<file path="src/logic/mips_isa_pkg.sv">
package mips_isa_pkg;

    typedef logic [31:0] word_t;
    typedef logic [31:0] inst_t;
    typedef logic [4:0]  reg_addr_t;
    typedef logic [5:0]  opcode_t;
    typedef logic [5:0]  funct_t;
    typedef logic [4:0]  shamt_t;
    typedef logic [15:0] imm16_t;

    localparam int NUM_REGS = 32;

    // R-type view of an instruction word
    typedef struct packed {
        opcode_t   opcode;
        reg_addr_t rs;
        reg_addr_t rt;
        reg_addr_t rd;
        shamt_t    shamt;
        funct_t    funct;
    } rtype_t;

    // primary opcodes
    localparam opcode_t OP_SPECIAL = 6'b000000;
    localparam opcode_t OP_ADDI    = 6'b001000;
    localparam opcode_t OP_ADDIU   = 6'b001001;
    localparam opcode_t OP_SLTI    = 6'b001010;
    localparam opcode_t OP_SLTIU   = 6'b001011;
    localparam opcode_t OP_ANDI    = 6'b001100;
    localparam opcode_t OP_ORI     = 6'b001101;
    localparam opcode_t OP_XORI    = 6'b001110;
    localparam opcode_t OP_LUI     = 6'b001111;

    // SPECIAL function field
    localparam funct_t FN_SLL  = 6'b000000;
    localparam funct_t FN_SRL  = 6'b000010;
    localparam funct_t FN_SRA  = 6'b000011;
    localparam funct_t FN_SLLV = 6'b000100;
    localparam funct_t FN_SRLV = 6'b000110;
    localparam funct_t FN_SRAV = 6'b000111;
    localparam funct_t FN_ADD  = 6'b100000;
    localparam funct_t FN_ADDU = 6'b100001;
    localparam funct_t FN_SUB  = 6'b100010;
    localparam funct_t FN_SUBU = 6'b100011;
    localparam funct_t FN_AND  = 6'b100100;
    localparam funct_t FN_OR   = 6'b100101;
    localparam funct_t FN_XOR  = 6'b100110;
    localparam funct_t FN_NOR  = 6'b100111;
    localparam funct_t FN_SLT  = 6'b101010;
    localparam funct_t FN_SLTU = 6'b101011;

endpackage

</file>
<file path="src/logic/id_ctrl_pkg.sv">
package id_ctrl_pkg;

    typedef logic [7:0] aluop_t;
    typedef logic [2:0] alusel_t;

    // operation codes seen by EX
    localparam aluop_t ALU_NOP   = 8'b0000_0000;
    localparam aluop_t ALU_SRL   = 8'b0000_0010;
    localparam aluop_t ALU_SRA   = 8'b0000_0011;
    localparam aluop_t ALU_ADD   = 8'b0010_0000;
    localparam aluop_t ALU_ADDU  = 8'b0010_0001;
    localparam aluop_t ALU_SUB   = 8'b0010_0010;
    localparam aluop_t ALU_SUBU  = 8'b0010_0011;
    localparam aluop_t ALU_AND   = 8'b0010_0100;
    localparam aluop_t ALU_OR    = 8'b0010_0101;
    localparam aluop_t ALU_XOR   = 8'b0010_0110;
    localparam aluop_t ALU_NOR   = 8'b0010_0111;
    localparam aluop_t ALU_SLT   = 8'b0010_1010;
    localparam aluop_t ALU_SLTU  = 8'b0010_1011;
    localparam aluop_t ALU_ADDI  = 8'b0101_0101;
    localparam aluop_t ALU_ADDIU = 8'b0101_0110;
    localparam aluop_t ALU_SLL   = 8'b0111_1100;

    // result class that picks the EX result mux
    localparam alusel_t SEL_NOP   = 3'b000;
    localparam alusel_t SEL_LOGIC = 3'b001;
    localparam alusel_t SEL_SHIFT = 3'b010;
    localparam alusel_t SEL_ARITH = 3'b100;

    // one register write from EX, MEM or writeback
    typedef struct packed {
        logic                    we;
        mips_isa_pkg::reg_addr_t addr;
        mips_isa_pkg::word_t     data;
    } wr_port_t;

    typedef struct packed {
        aluop_t                  aluop;
        alusel_t                 alusel;
        logic                    re1;
        logic                    re2;
        mips_isa_pkg::reg_addr_t raddr1;
        mips_isa_pkg::reg_addr_t raddr2;
        mips_isa_pkg::reg_addr_t wd;     // destination register
        logic                    wreg;
        mips_isa_pkg::word_t     imm;
    } id_ctrl_t;

    typedef struct packed {
        aluop_t                  aluop;
        alusel_t                 alusel;
        mips_isa_pkg::word_t     reg1;
        mips_isa_pkg::word_t     reg2;
        mips_isa_pkg::reg_addr_t wd;
        logic                    wreg;
    } id_ex_t;

endpackage

</file>
<file path="src/logic/inst_decoder.sv">
module inst_decoder (
    input  mips_isa_pkg::inst_t   inst_i,
    output id_ctrl_pkg::id_ctrl_t ctrl_o
);
    import mips_isa_pkg::*;
    import id_ctrl_pkg::*;

    rtype_t f;
    imm16_t imm16;
    word_t  imm_zext;
    word_t  imm_sext;
    logic   r_hit;      // supported register-register op
    logic   i_hit;      // supported immediate op
    logic   sh_hit;

    assign f        = inst_i;
    assign imm16    = inst_i[15:0];
    assign imm_zext = {16'h0000, imm16};
    assign imm_sext = {{16{imm16[15]}}, imm16};

    // SLL/SRL/SRA with rs and opcode all zero
    assign sh_hit = ({f.opcode, f.rs} == 11'd0) &&
                    (f.funct == FN_SLL || f.funct == FN_SRL || f.funct == FN_SRA);

    always_comb begin
        ctrl_o        = '0;
        ctrl_o.aluop  = ALU_NOP;
        ctrl_o.alusel = SEL_NOP;
        ctrl_o.raddr1 = f.rs;
        ctrl_o.raddr2 = f.rt;
        ctrl_o.wd     = f.rd;
        r_hit         = 1'b0;
        i_hit         = 1'b0;

        case (f.opcode)
            OP_SPECIAL: begin
                if (f.shamt == 5'd0) begin
                    r_hit = 1'b1;
                    case (f.funct)
                        FN_OR:   {ctrl_o.aluop, ctrl_o.alusel} = {ALU_OR, SEL_LOGIC};
                        FN_AND:  {ctrl_o.aluop, ctrl_o.alusel} = {ALU_AND, SEL_LOGIC};
                        FN_XOR:  {ctrl_o.aluop, ctrl_o.alusel} = {ALU_XOR, SEL_LOGIC};
                        FN_NOR:  {ctrl_o.aluop, ctrl_o.alusel} = {ALU_NOR, SEL_LOGIC};
                        FN_SLLV: {ctrl_o.aluop, ctrl_o.alusel} = {ALU_SLL, SEL_SHIFT};
                        FN_SRLV: {ctrl_o.aluop, ctrl_o.alusel} = {ALU_SRL, SEL_SHIFT};
                        FN_SRAV: {ctrl_o.aluop, ctrl_o.alusel} = {ALU_SRA, SEL_SHIFT};
                        FN_SLT:  {ctrl_o.aluop, ctrl_o.alusel} = {ALU_SLT, SEL_ARITH};
                        FN_SLTU: {ctrl_o.aluop, ctrl_o.alusel} = {ALU_SLTU, SEL_ARITH};
                        FN_ADD:  {ctrl_o.aluop, ctrl_o.alusel} = {ALU_ADD, SEL_ARITH};
                        FN_ADDU: {ctrl_o.aluop, ctrl_o.alusel} = {ALU_ADDU, SEL_ARITH};
                        FN_SUB:  {ctrl_o.aluop, ctrl_o.alusel} = {ALU_SUB, SEL_ARITH};
                        FN_SUBU: {ctrl_o.aluop, ctrl_o.alusel} = {ALU_SUBU, SEL_ARITH};
                        default: r_hit = 1'b0;    // mult, hi/lo moves etc.
                    endcase
                end
            end
            OP_ORI: begin
                i_hit                          = 1'b1;
                {ctrl_o.aluop, ctrl_o.alusel}  = {ALU_OR, SEL_LOGIC};
                ctrl_o.imm                     = imm_zext;
            end
            OP_ANDI: begin
                i_hit                          = 1'b1;
                {ctrl_o.aluop, ctrl_o.alusel}  = {ALU_AND, SEL_LOGIC};
                ctrl_o.imm                     = imm_zext;
            end
            OP_XORI: begin
                i_hit                          = 1'b1;
                {ctrl_o.aluop, ctrl_o.alusel}  = {ALU_XOR, SEL_LOGIC};
                ctrl_o.imm                     = imm_zext;
            end
            OP_LUI: begin
                // rs is zero in a legal LUI, so an OR places the immediate
                i_hit                          = 1'b1;
                {ctrl_o.aluop, ctrl_o.alusel}  = {ALU_OR, SEL_LOGIC};
                ctrl_o.imm                     = {imm16, 16'h0000};
            end
            OP_SLTI: begin
                i_hit                          = 1'b1;
                {ctrl_o.aluop, ctrl_o.alusel}  = {ALU_SLT, SEL_ARITH};
                ctrl_o.imm                     = imm_sext;
            end
            OP_SLTIU: begin
                i_hit                          = 1'b1;
                {ctrl_o.aluop, ctrl_o.alusel}  = {ALU_SLTU, SEL_ARITH};
                ctrl_o.imm                     = imm_sext;  // sign-extended, compared unsigned
            end
            OP_ADDI: begin
                i_hit                          = 1'b1;
                {ctrl_o.aluop, ctrl_o.alusel}  = {ALU_ADDI, SEL_ARITH};
                ctrl_o.imm                     = imm_sext;
            end
            OP_ADDIU: begin
                i_hit                          = 1'b1;
                {ctrl_o.aluop, ctrl_o.alusel}  = {ALU_ADDIU, SEL_ARITH};
                ctrl_o.imm                     = imm_sext;
            end
            default: begin
                i_hit = 1'b0;
            end
        endcase

        if (r_hit) begin
            ctrl_o.re1  = 1'b1;
            ctrl_o.re2  = 1'b1;
            ctrl_o.wreg = 1'b1;
        end

        if (i_hit) begin
            ctrl_o.re1  = 1'b1;
            ctrl_o.re2  = 1'b0;
            ctrl_o.wd   = f.rt;
            ctrl_o.wreg = 1'b1;
        end

        // shamt shifts win over the SPECIAL decode above
        if (sh_hit) begin
            ctrl_o.re1    = 1'b0;
            ctrl_o.re2    = 1'b1;
            ctrl_o.imm    = {27'd0, f.shamt};
            ctrl_o.wd     = f.rd;
            ctrl_o.wreg   = 1'b1;
            ctrl_o.alusel = SEL_SHIFT;
            case (f.funct)
                FN_SLL:  ctrl_o.aluop = ALU_SLL;
                FN_SRL:  ctrl_o.aluop = ALU_SRL;
                default: ctrl_o.aluop = ALU_SRA;
            endcase
        end
    end

endmodule

</file>
<file path="src/logic/reg_file.sv">
module reg_file (
    input  logic                    clk,
    input  logic                    rst_n_i,
    input  id_ctrl_pkg::wr_port_t   wb_i,
    input  mips_isa_pkg::reg_addr_t raddr1_i,
    input  mips_isa_pkg::reg_addr_t raddr2_i,
    output mips_isa_pkg::word_t     rdata1_o,
    output mips_isa_pkg::word_t     rdata2_o
);
    import mips_isa_pkg::*;

    word_t regs [NUM_REGS];

    always_ff @(posedge clk) begin
        if (!rst_n_i) begin
            for (int i = 0; i < NUM_REGS; i++) begin
                regs[i] <= '0;
            end
        end else if (wb_i.we && (wb_i.addr != '0)) begin   // $zero stays zero
            regs[wb_i.addr] <= wb_i.data;
        end
    end

    // one read port with write-through from writeback
    function automatic word_t read_port(input reg_addr_t addr);
        word_t rd;
        if (addr == '0) begin
            rd = '0;
        end else if (wb_i.we && (wb_i.addr == addr)) begin
            rd = wb_i.data;
        end else begin
            rd = regs[addr];
        end
        return rd;
    endfunction

    always_comb begin
        rdata1_o = read_port(raddr1_i);
    end

    always_comb begin
        rdata2_o = read_port(raddr2_i);
    end

endmodule

</file>
<file path="src/logic/id_issue.sv">
module id_issue (
    input  logic                  clk,
    input  logic                  rst_n_i,
    input  id_ctrl_pkg::id_ctrl_t ctrl_i,
    input  mips_isa_pkg::word_t   rdata1_i,
    input  mips_isa_pkg::word_t   rdata2_i,
    input  id_ctrl_pkg::wr_port_t ex_fwd_i,
    input  id_ctrl_pkg::wr_port_t mem_fwd_i,
    output id_ctrl_pkg::id_ex_t   id_ex_o
);
    import mips_isa_pkg::*;
    import id_ctrl_pkg::*;

    word_t  reg1;
    word_t  reg2;
    id_ex_t id_ex_d;

    // youngest result first, EX then MEM then the register file
    function automatic word_t pick_operand(
        input logic      ren,
        input reg_addr_t raddr,
        input word_t     rdata,
        input word_t     imm,
        input wr_port_t  ex_fwd,
        input wr_port_t  mem_fwd
    );
        word_t op;
        if (!ren) begin
            op = imm;
        end else if (ex_fwd.we && (ex_fwd.addr == raddr)) begin
            op = ex_fwd.data;
        end else if (mem_fwd.we && (mem_fwd.addr == raddr)) begin
            op = mem_fwd.data;
        end else begin
            op = rdata;
        end
        return op;
    endfunction

    assign reg1 = pick_operand(ctrl_i.re1, ctrl_i.raddr1, rdata1_i, ctrl_i.imm,
                               ex_fwd_i, mem_fwd_i);
    assign reg2 = pick_operand(ctrl_i.re2, ctrl_i.raddr2, rdata2_i, ctrl_i.imm,
                               ex_fwd_i, mem_fwd_i);

    assign id_ex_d = '{
        aluop:  ctrl_i.aluop,
        alusel: ctrl_i.alusel,
        reg1:   reg1,
        reg2:   reg2,
        wd:     ctrl_i.wd,
        wreg:   ctrl_i.wreg
    };

    // ID/EX register
    always_ff @(posedge clk) begin
        if (!rst_n_i) begin
            id_ex_o <= '0;      // nop bundle with no write
        end else begin
            id_ex_o <= id_ex_d;
        end
    end

endmodule

</file>
<file path="src/logic/id_stage.sv">
module id_stage (
    input  logic                  clk,
    input  logic                  rst_n_i,
    input  mips_isa_pkg::inst_t   inst_i,
    input  id_ctrl_pkg::wr_port_t ex_fwd_i,   // result now in EX
    input  id_ctrl_pkg::wr_port_t mem_fwd_i,  // result now in MEM
    input  id_ctrl_pkg::wr_port_t wb_i,
    output id_ctrl_pkg::id_ex_t   id_ex_o
);
    import mips_isa_pkg::*;
    import id_ctrl_pkg::*;

    id_ctrl_t ctrl;
    word_t    rdata1;
    word_t    rdata2;

    inst_decoder u_decoder (
        .inst_i (inst_i),
        .ctrl_o (ctrl)
    );

    reg_file u_reg_file (
        .clk      (clk),
        .rst_n_i  (rst_n_i),
        .wb_i     (wb_i),
        .raddr1_i (ctrl.raddr1),
        .raddr2_i (ctrl.raddr2),
        .rdata1_o (rdata1),
        .rdata2_o (rdata2)
    );

    // operand forwarding and the ID/EX register
    id_issue u_issue (
        .clk       (clk),
        .rst_n_i   (rst_n_i),
        .ctrl_i    (ctrl),
        .rdata1_i  (rdata1),
        .rdata2_i  (rdata2),
        .ex_fwd_i  (ex_fwd_i),
        .mem_fwd_i (mem_fwd_i),
        .id_ex_o   (id_ex_o)
    );

endmodule

</file>
<file path="config.mk">
export PLATFORM = sky130hd
export DESIGN_NAME = id_stage
export DESIGN_NICKNAME = d
export VERILOG_FILES = /design/src/logic/mips_isa_pkg.sv /design/src/logic/id_ctrl_pkg.sv /design/src/logic/inst_decoder.sv /design/src/logic/reg_file.sv /design/src/logic/id_issue.sv /design/src/logic/id_stage.sv
export SDC_FILE = /design/constraint.sdc
export NUM_CORES = 2
export LEC_CHECK = 0
export BUFFER_PORTS_ARGS = -buffer_cell sky130_fd_sc_hd__buf_2
export CAP_MARGIN = 5
export CORE_AREA = 2 2 435 394
export CTS_CLUSTER_DIAMETER = 80
export DETAILED_ROUTE_END_ITERATION = 10
export DIE_AREA = 0 0 437 396
export GPL_TIMING_DRIVEN = 1
export HOLD_SLACK_MARGIN = 0.03
export PLACE_DENSITY_LB_ADDON = 0.25
export SYNTH_ARGS = -nofsm -noshare
export SYNTH_HDL_FRONTEND = slang
export SYNTH_SLANG_ARGS = --single-unit
</file>
<file path="constraint.sdc">
create_clock -name clk -period 5.2 [get_ports clk]
set_clock_uncertainty 0.2 [all_clocks]
set_input_delay 0.52 -clock clk [delete_from_list [all_inputs] [get_ports clk]]
set_output_delay 0.52 -clock clk [all_outputs]
set_load 0.05 [all_outputs]
</file>
==> flow_summary_export.csv <==
group,metric,value,unit
run_status,status,"finished clean",
synthesis,syn_inst,4018,
placed_design,dp_hpwl,144000,um
drt,firstDrtPassIters,6,
setup_path,cp-start-kind,"input port",
clock_tree,cts.sinks,1103,
setup_path,cpMostUsedCell,"dlygate4sd3_1",
setup_path,worstPathCellList,"dlygate4sd3_1, buf_2, xor2_1, nor4_4, nand3_2, buf_4, and2_2, a22o_1, dlygate4sd3_1, a221o_1, dlygate4sd3_1",
clock_tree,htree_levels,3,
synthesis,synth_ff_type,"edfxtp_1",
clock_tree,cts_tree,"yes",
floorplan,die_area,173000,um2
global_routing,grt_first_pass_wirelength,316000,um
clock_tree,cts_root_buf,"clkbuf_16",
global_routing,grtUsageMet2,38.5,%
setup_path,crit_buf_inv,5,
drt,drt_iter0_drc,5669,
global_routing,grt_util_all_layers,26.0,%
drt,ant_nets,0,
worst_hold_path,min_path_type,"in -> reg",
global_routing,first_global_vias,39100,
sta,final.period_utilization,83.1,%
floorplan,num_rows,143,
setup_path,cp_top_family,"buffers and inverters",
sta,hold_viol,0,
global_routing,antenna_found_initial,46,
synthesis,netlist_area,58700,um2
clock_tree,clkLatencyLatePin,0.77,ns
global_routing,overflow,0,
synthesis,ys_types,63,
run,max_cap_violations,0,
synthesis,synth-edff-count,1024,
clock_tree,cts.path.max_buffers,3,
sta,setup_viol,0,
setup_path,cp.required,5.69,ns
sta,tightest_slew,1.45,ns
floorplan,top_level_ports,229,
placed_design,io_buffers,227,
synthesis,postSynthAreaPerCell,14.6,um2
drt,drc_errors,0,
sta,layout_setup_ws,0.880,ns
sta,rsz0062_at_grt,"no",
sta,post-route-min-period,4.32,ns
synthesis,synth_top_area_share,52.3,%
synthesis,seq_area_frac_synth,55.0,%
sta,clock.fmax,0.232,GHz
global_routing,grtUsageMet1,35.1,%
synthesis,ys_async_sr_fraction,0,%
placed_design,gp_congestion,0.881,
floorplan,die_w,437,um
global_routing,use_met3,5.79,%
power,power,0.0222,W
power,p_per_area,328,nW/um2
floorplan,start_util,34.9,%
synthesis,yosysWarnings,0,
sta,maxSlewViolCount,0,
floorplan,die_h,396,um
drt,finalWirelength,228000,um
setup_path,r2r_start,"u_reg_file.regs[27][29]",
setup_path,cp.arrival,4.81,ns
sta,setup-tns-final,0,ns
setup_path,cpMaxStageDelayCell,"and2_2",
cells_and_area,nets,4324,
floorplan,coreArea,168000,um2
clock_tree,clkTransAtPathRegs,0.07,ns
clock_tree,cts_buffers,118,
sta,slew_headroom,3.30,%
setup_path,cp_slowest_stage_delay,0.88,ns
cells_and_area,final_core_util,40.4,%
placed_design,pre_cts_slack,1.28,ns
clock_tree,post_cts_resized,0,
worst_hold_path,hold_start,"mem_fwd_i[19]",
synthesis,yosysTopAreaCell,"edfxtp_1",
power,cellLeakagePower,23.5,nW
sta,holdWs,0.0774,ns
drt,num_vias,39500,
setup_path,startpoint,"inst_i[19]",
setup_path,criticalPathCategory,"in -> reg",
setup_path,path_max_fanout,34,
synthesis,synth.area.top_cells,"edfxtp_1, mux4_2, and2_1, dfxtp_1, a22oi_1",
cells_and_area,drive_above_1_share,27.6,%
global_routing,busiest_layer,"met2",
setup_path,end_kind,"flop",
drt,wl_per_cell,34.9,um
synthesis,ys_seq_elements,1103,
power,vdd_ir_drop_max,269,uV
global_routing,grt_max_degree,75,
cells_and_area,area_growth,15.6,%
drt,vias_per_cell,6.02,
metal layers:
metal | vias to the layer above | wire length, um
li1 | 15900 | -
met1 | 20600 | 90200
met2 | 2484 | 101000
met3 | 476 | 22400
met4 | 4 | 15200
met5 | - | 25
cells in the final DEF (no fill, tap or decap), types with 7 or more instances in the layout:
cell           count
xor2_1            25
dfxtp_1           79
nor4_1            35
and3_1            35
edfxtp_1        1024
conb_1            33
a21oi_1           19
o2111ai_1         28
a221o_1           32
nor2_1            75
o21a_1             7
mux2i_1           99
buf_4            114
a211oi_2          19
o21ai_4           33
a22o_1            37
mux4_2           503
clkinv_2          15
buf_2            221
a211oi_1          21
diode_2           26
nor2_4            33
and2_1           995
a22oi_1          157
clkbuf_16        122
dlygate4sd3_1     91
a221oi_1          33
clkinv_1          35
nand3_1           35
buf_12            20
o22ai_1           37
clkbuf_1          15
nand2_1           91
clkinvlp_4         7
bufinv_16         22
mux2_2            27
cells by family after synthesis:
group | count (synthesis) | share of synthesized area, %
simple gates | 1350 | 13.6
flops | 1103 | 55.0
mux | 629 | 21.5
compound gates | 453 | 6.03
buf+inv | 451 | 3.41
xor+xnor | 31 | 0.462
other cells | 1 | 0.00638
cells in the mapped netlist (all sizes together) (7+ instances only):
library cell / count
a21oi: 19
buf: 137
a22o: 37
mux2i: 99
nor2b: 7
edfxtp: 1024
o2111ai: 28
clkbuf: 308
nand3: 38
nor2: 109
o21ai: 39
a221o: 32
o22ai: 37
mux4: 503
a22oi: 157
a211oi: 40
nand2: 91
xor2: 25
nor3: 7
and2: 997
a221oi: 34
o21a: 7
and3: 38
mux2: 27
nor4: 38
dfxtp: 79
state kept, by name, summed over array words and instances (netlist names):
| signal | cells |
|---|---|
| u_reg_file.regs | 1024 |
| u_issue.id_ex_o | 79 |
worst min-delay path, cell delays in order:
cell     delay, ns
buf_2         0.19
a22o_1        0.16
a221o_1       0.13
stage by stage:
stage                     cell area (um2)  std cells
final                               67900       6553
after global routing                67900       6542
after CTS                           67800       6527
after detailed placement            62800       6212
after global placement              62800       6212
after floorplan                     58900       4050
path summary, 6_finish.rpt:
| check | to | slack (ns) | cells past startpoint |
|---|---|---|---|
| worst min-delay path | u_issue.id_ex_o[25] | 0.08 | 3 |
| worst max-delay path | u_issue.id_ex_o[8] | 0.88 | 11 |
| worst max register to register | u_issue.id_ex_o[67] | 2.37 | 6 |
| worst min register to register | u_issue.id_ex_o[37] | 0.83 | 5 |
report_power, final:
| part | internal (W) | leakage (nW) | switching [W] |
|---|---|---|---|
| Clock | 0.00535 | 1.98 | 0.00378 |
| Sequential | 0.0102 | 10.4 | 0.000259 |
| Combinational | 0.00107 | 11.1 | 0.00162 |
cell type report:
type                            instances  area [um2]
Timing Repair Buffer                  451        3350
Tap cell                             2247        2810
Inverter                                6        22.5
Antenna cell                           26        65.1
Fill cell                           15500      100000
Clock inverter                         87         997
Sequential cell                      1103       32300
Clock buffer                          137        3110
Multi-Input combinational cell       2496       25200
what timing repair did:
| item | 4_1_cts | 5_1_grt |
|---|---|---|
| endpoints found under the hold margin | 65 | 0 |
| buffers inserted | 0 | 0 |
| hold buffers | 91 | 0 |
(Power assumes the default switching activity.)
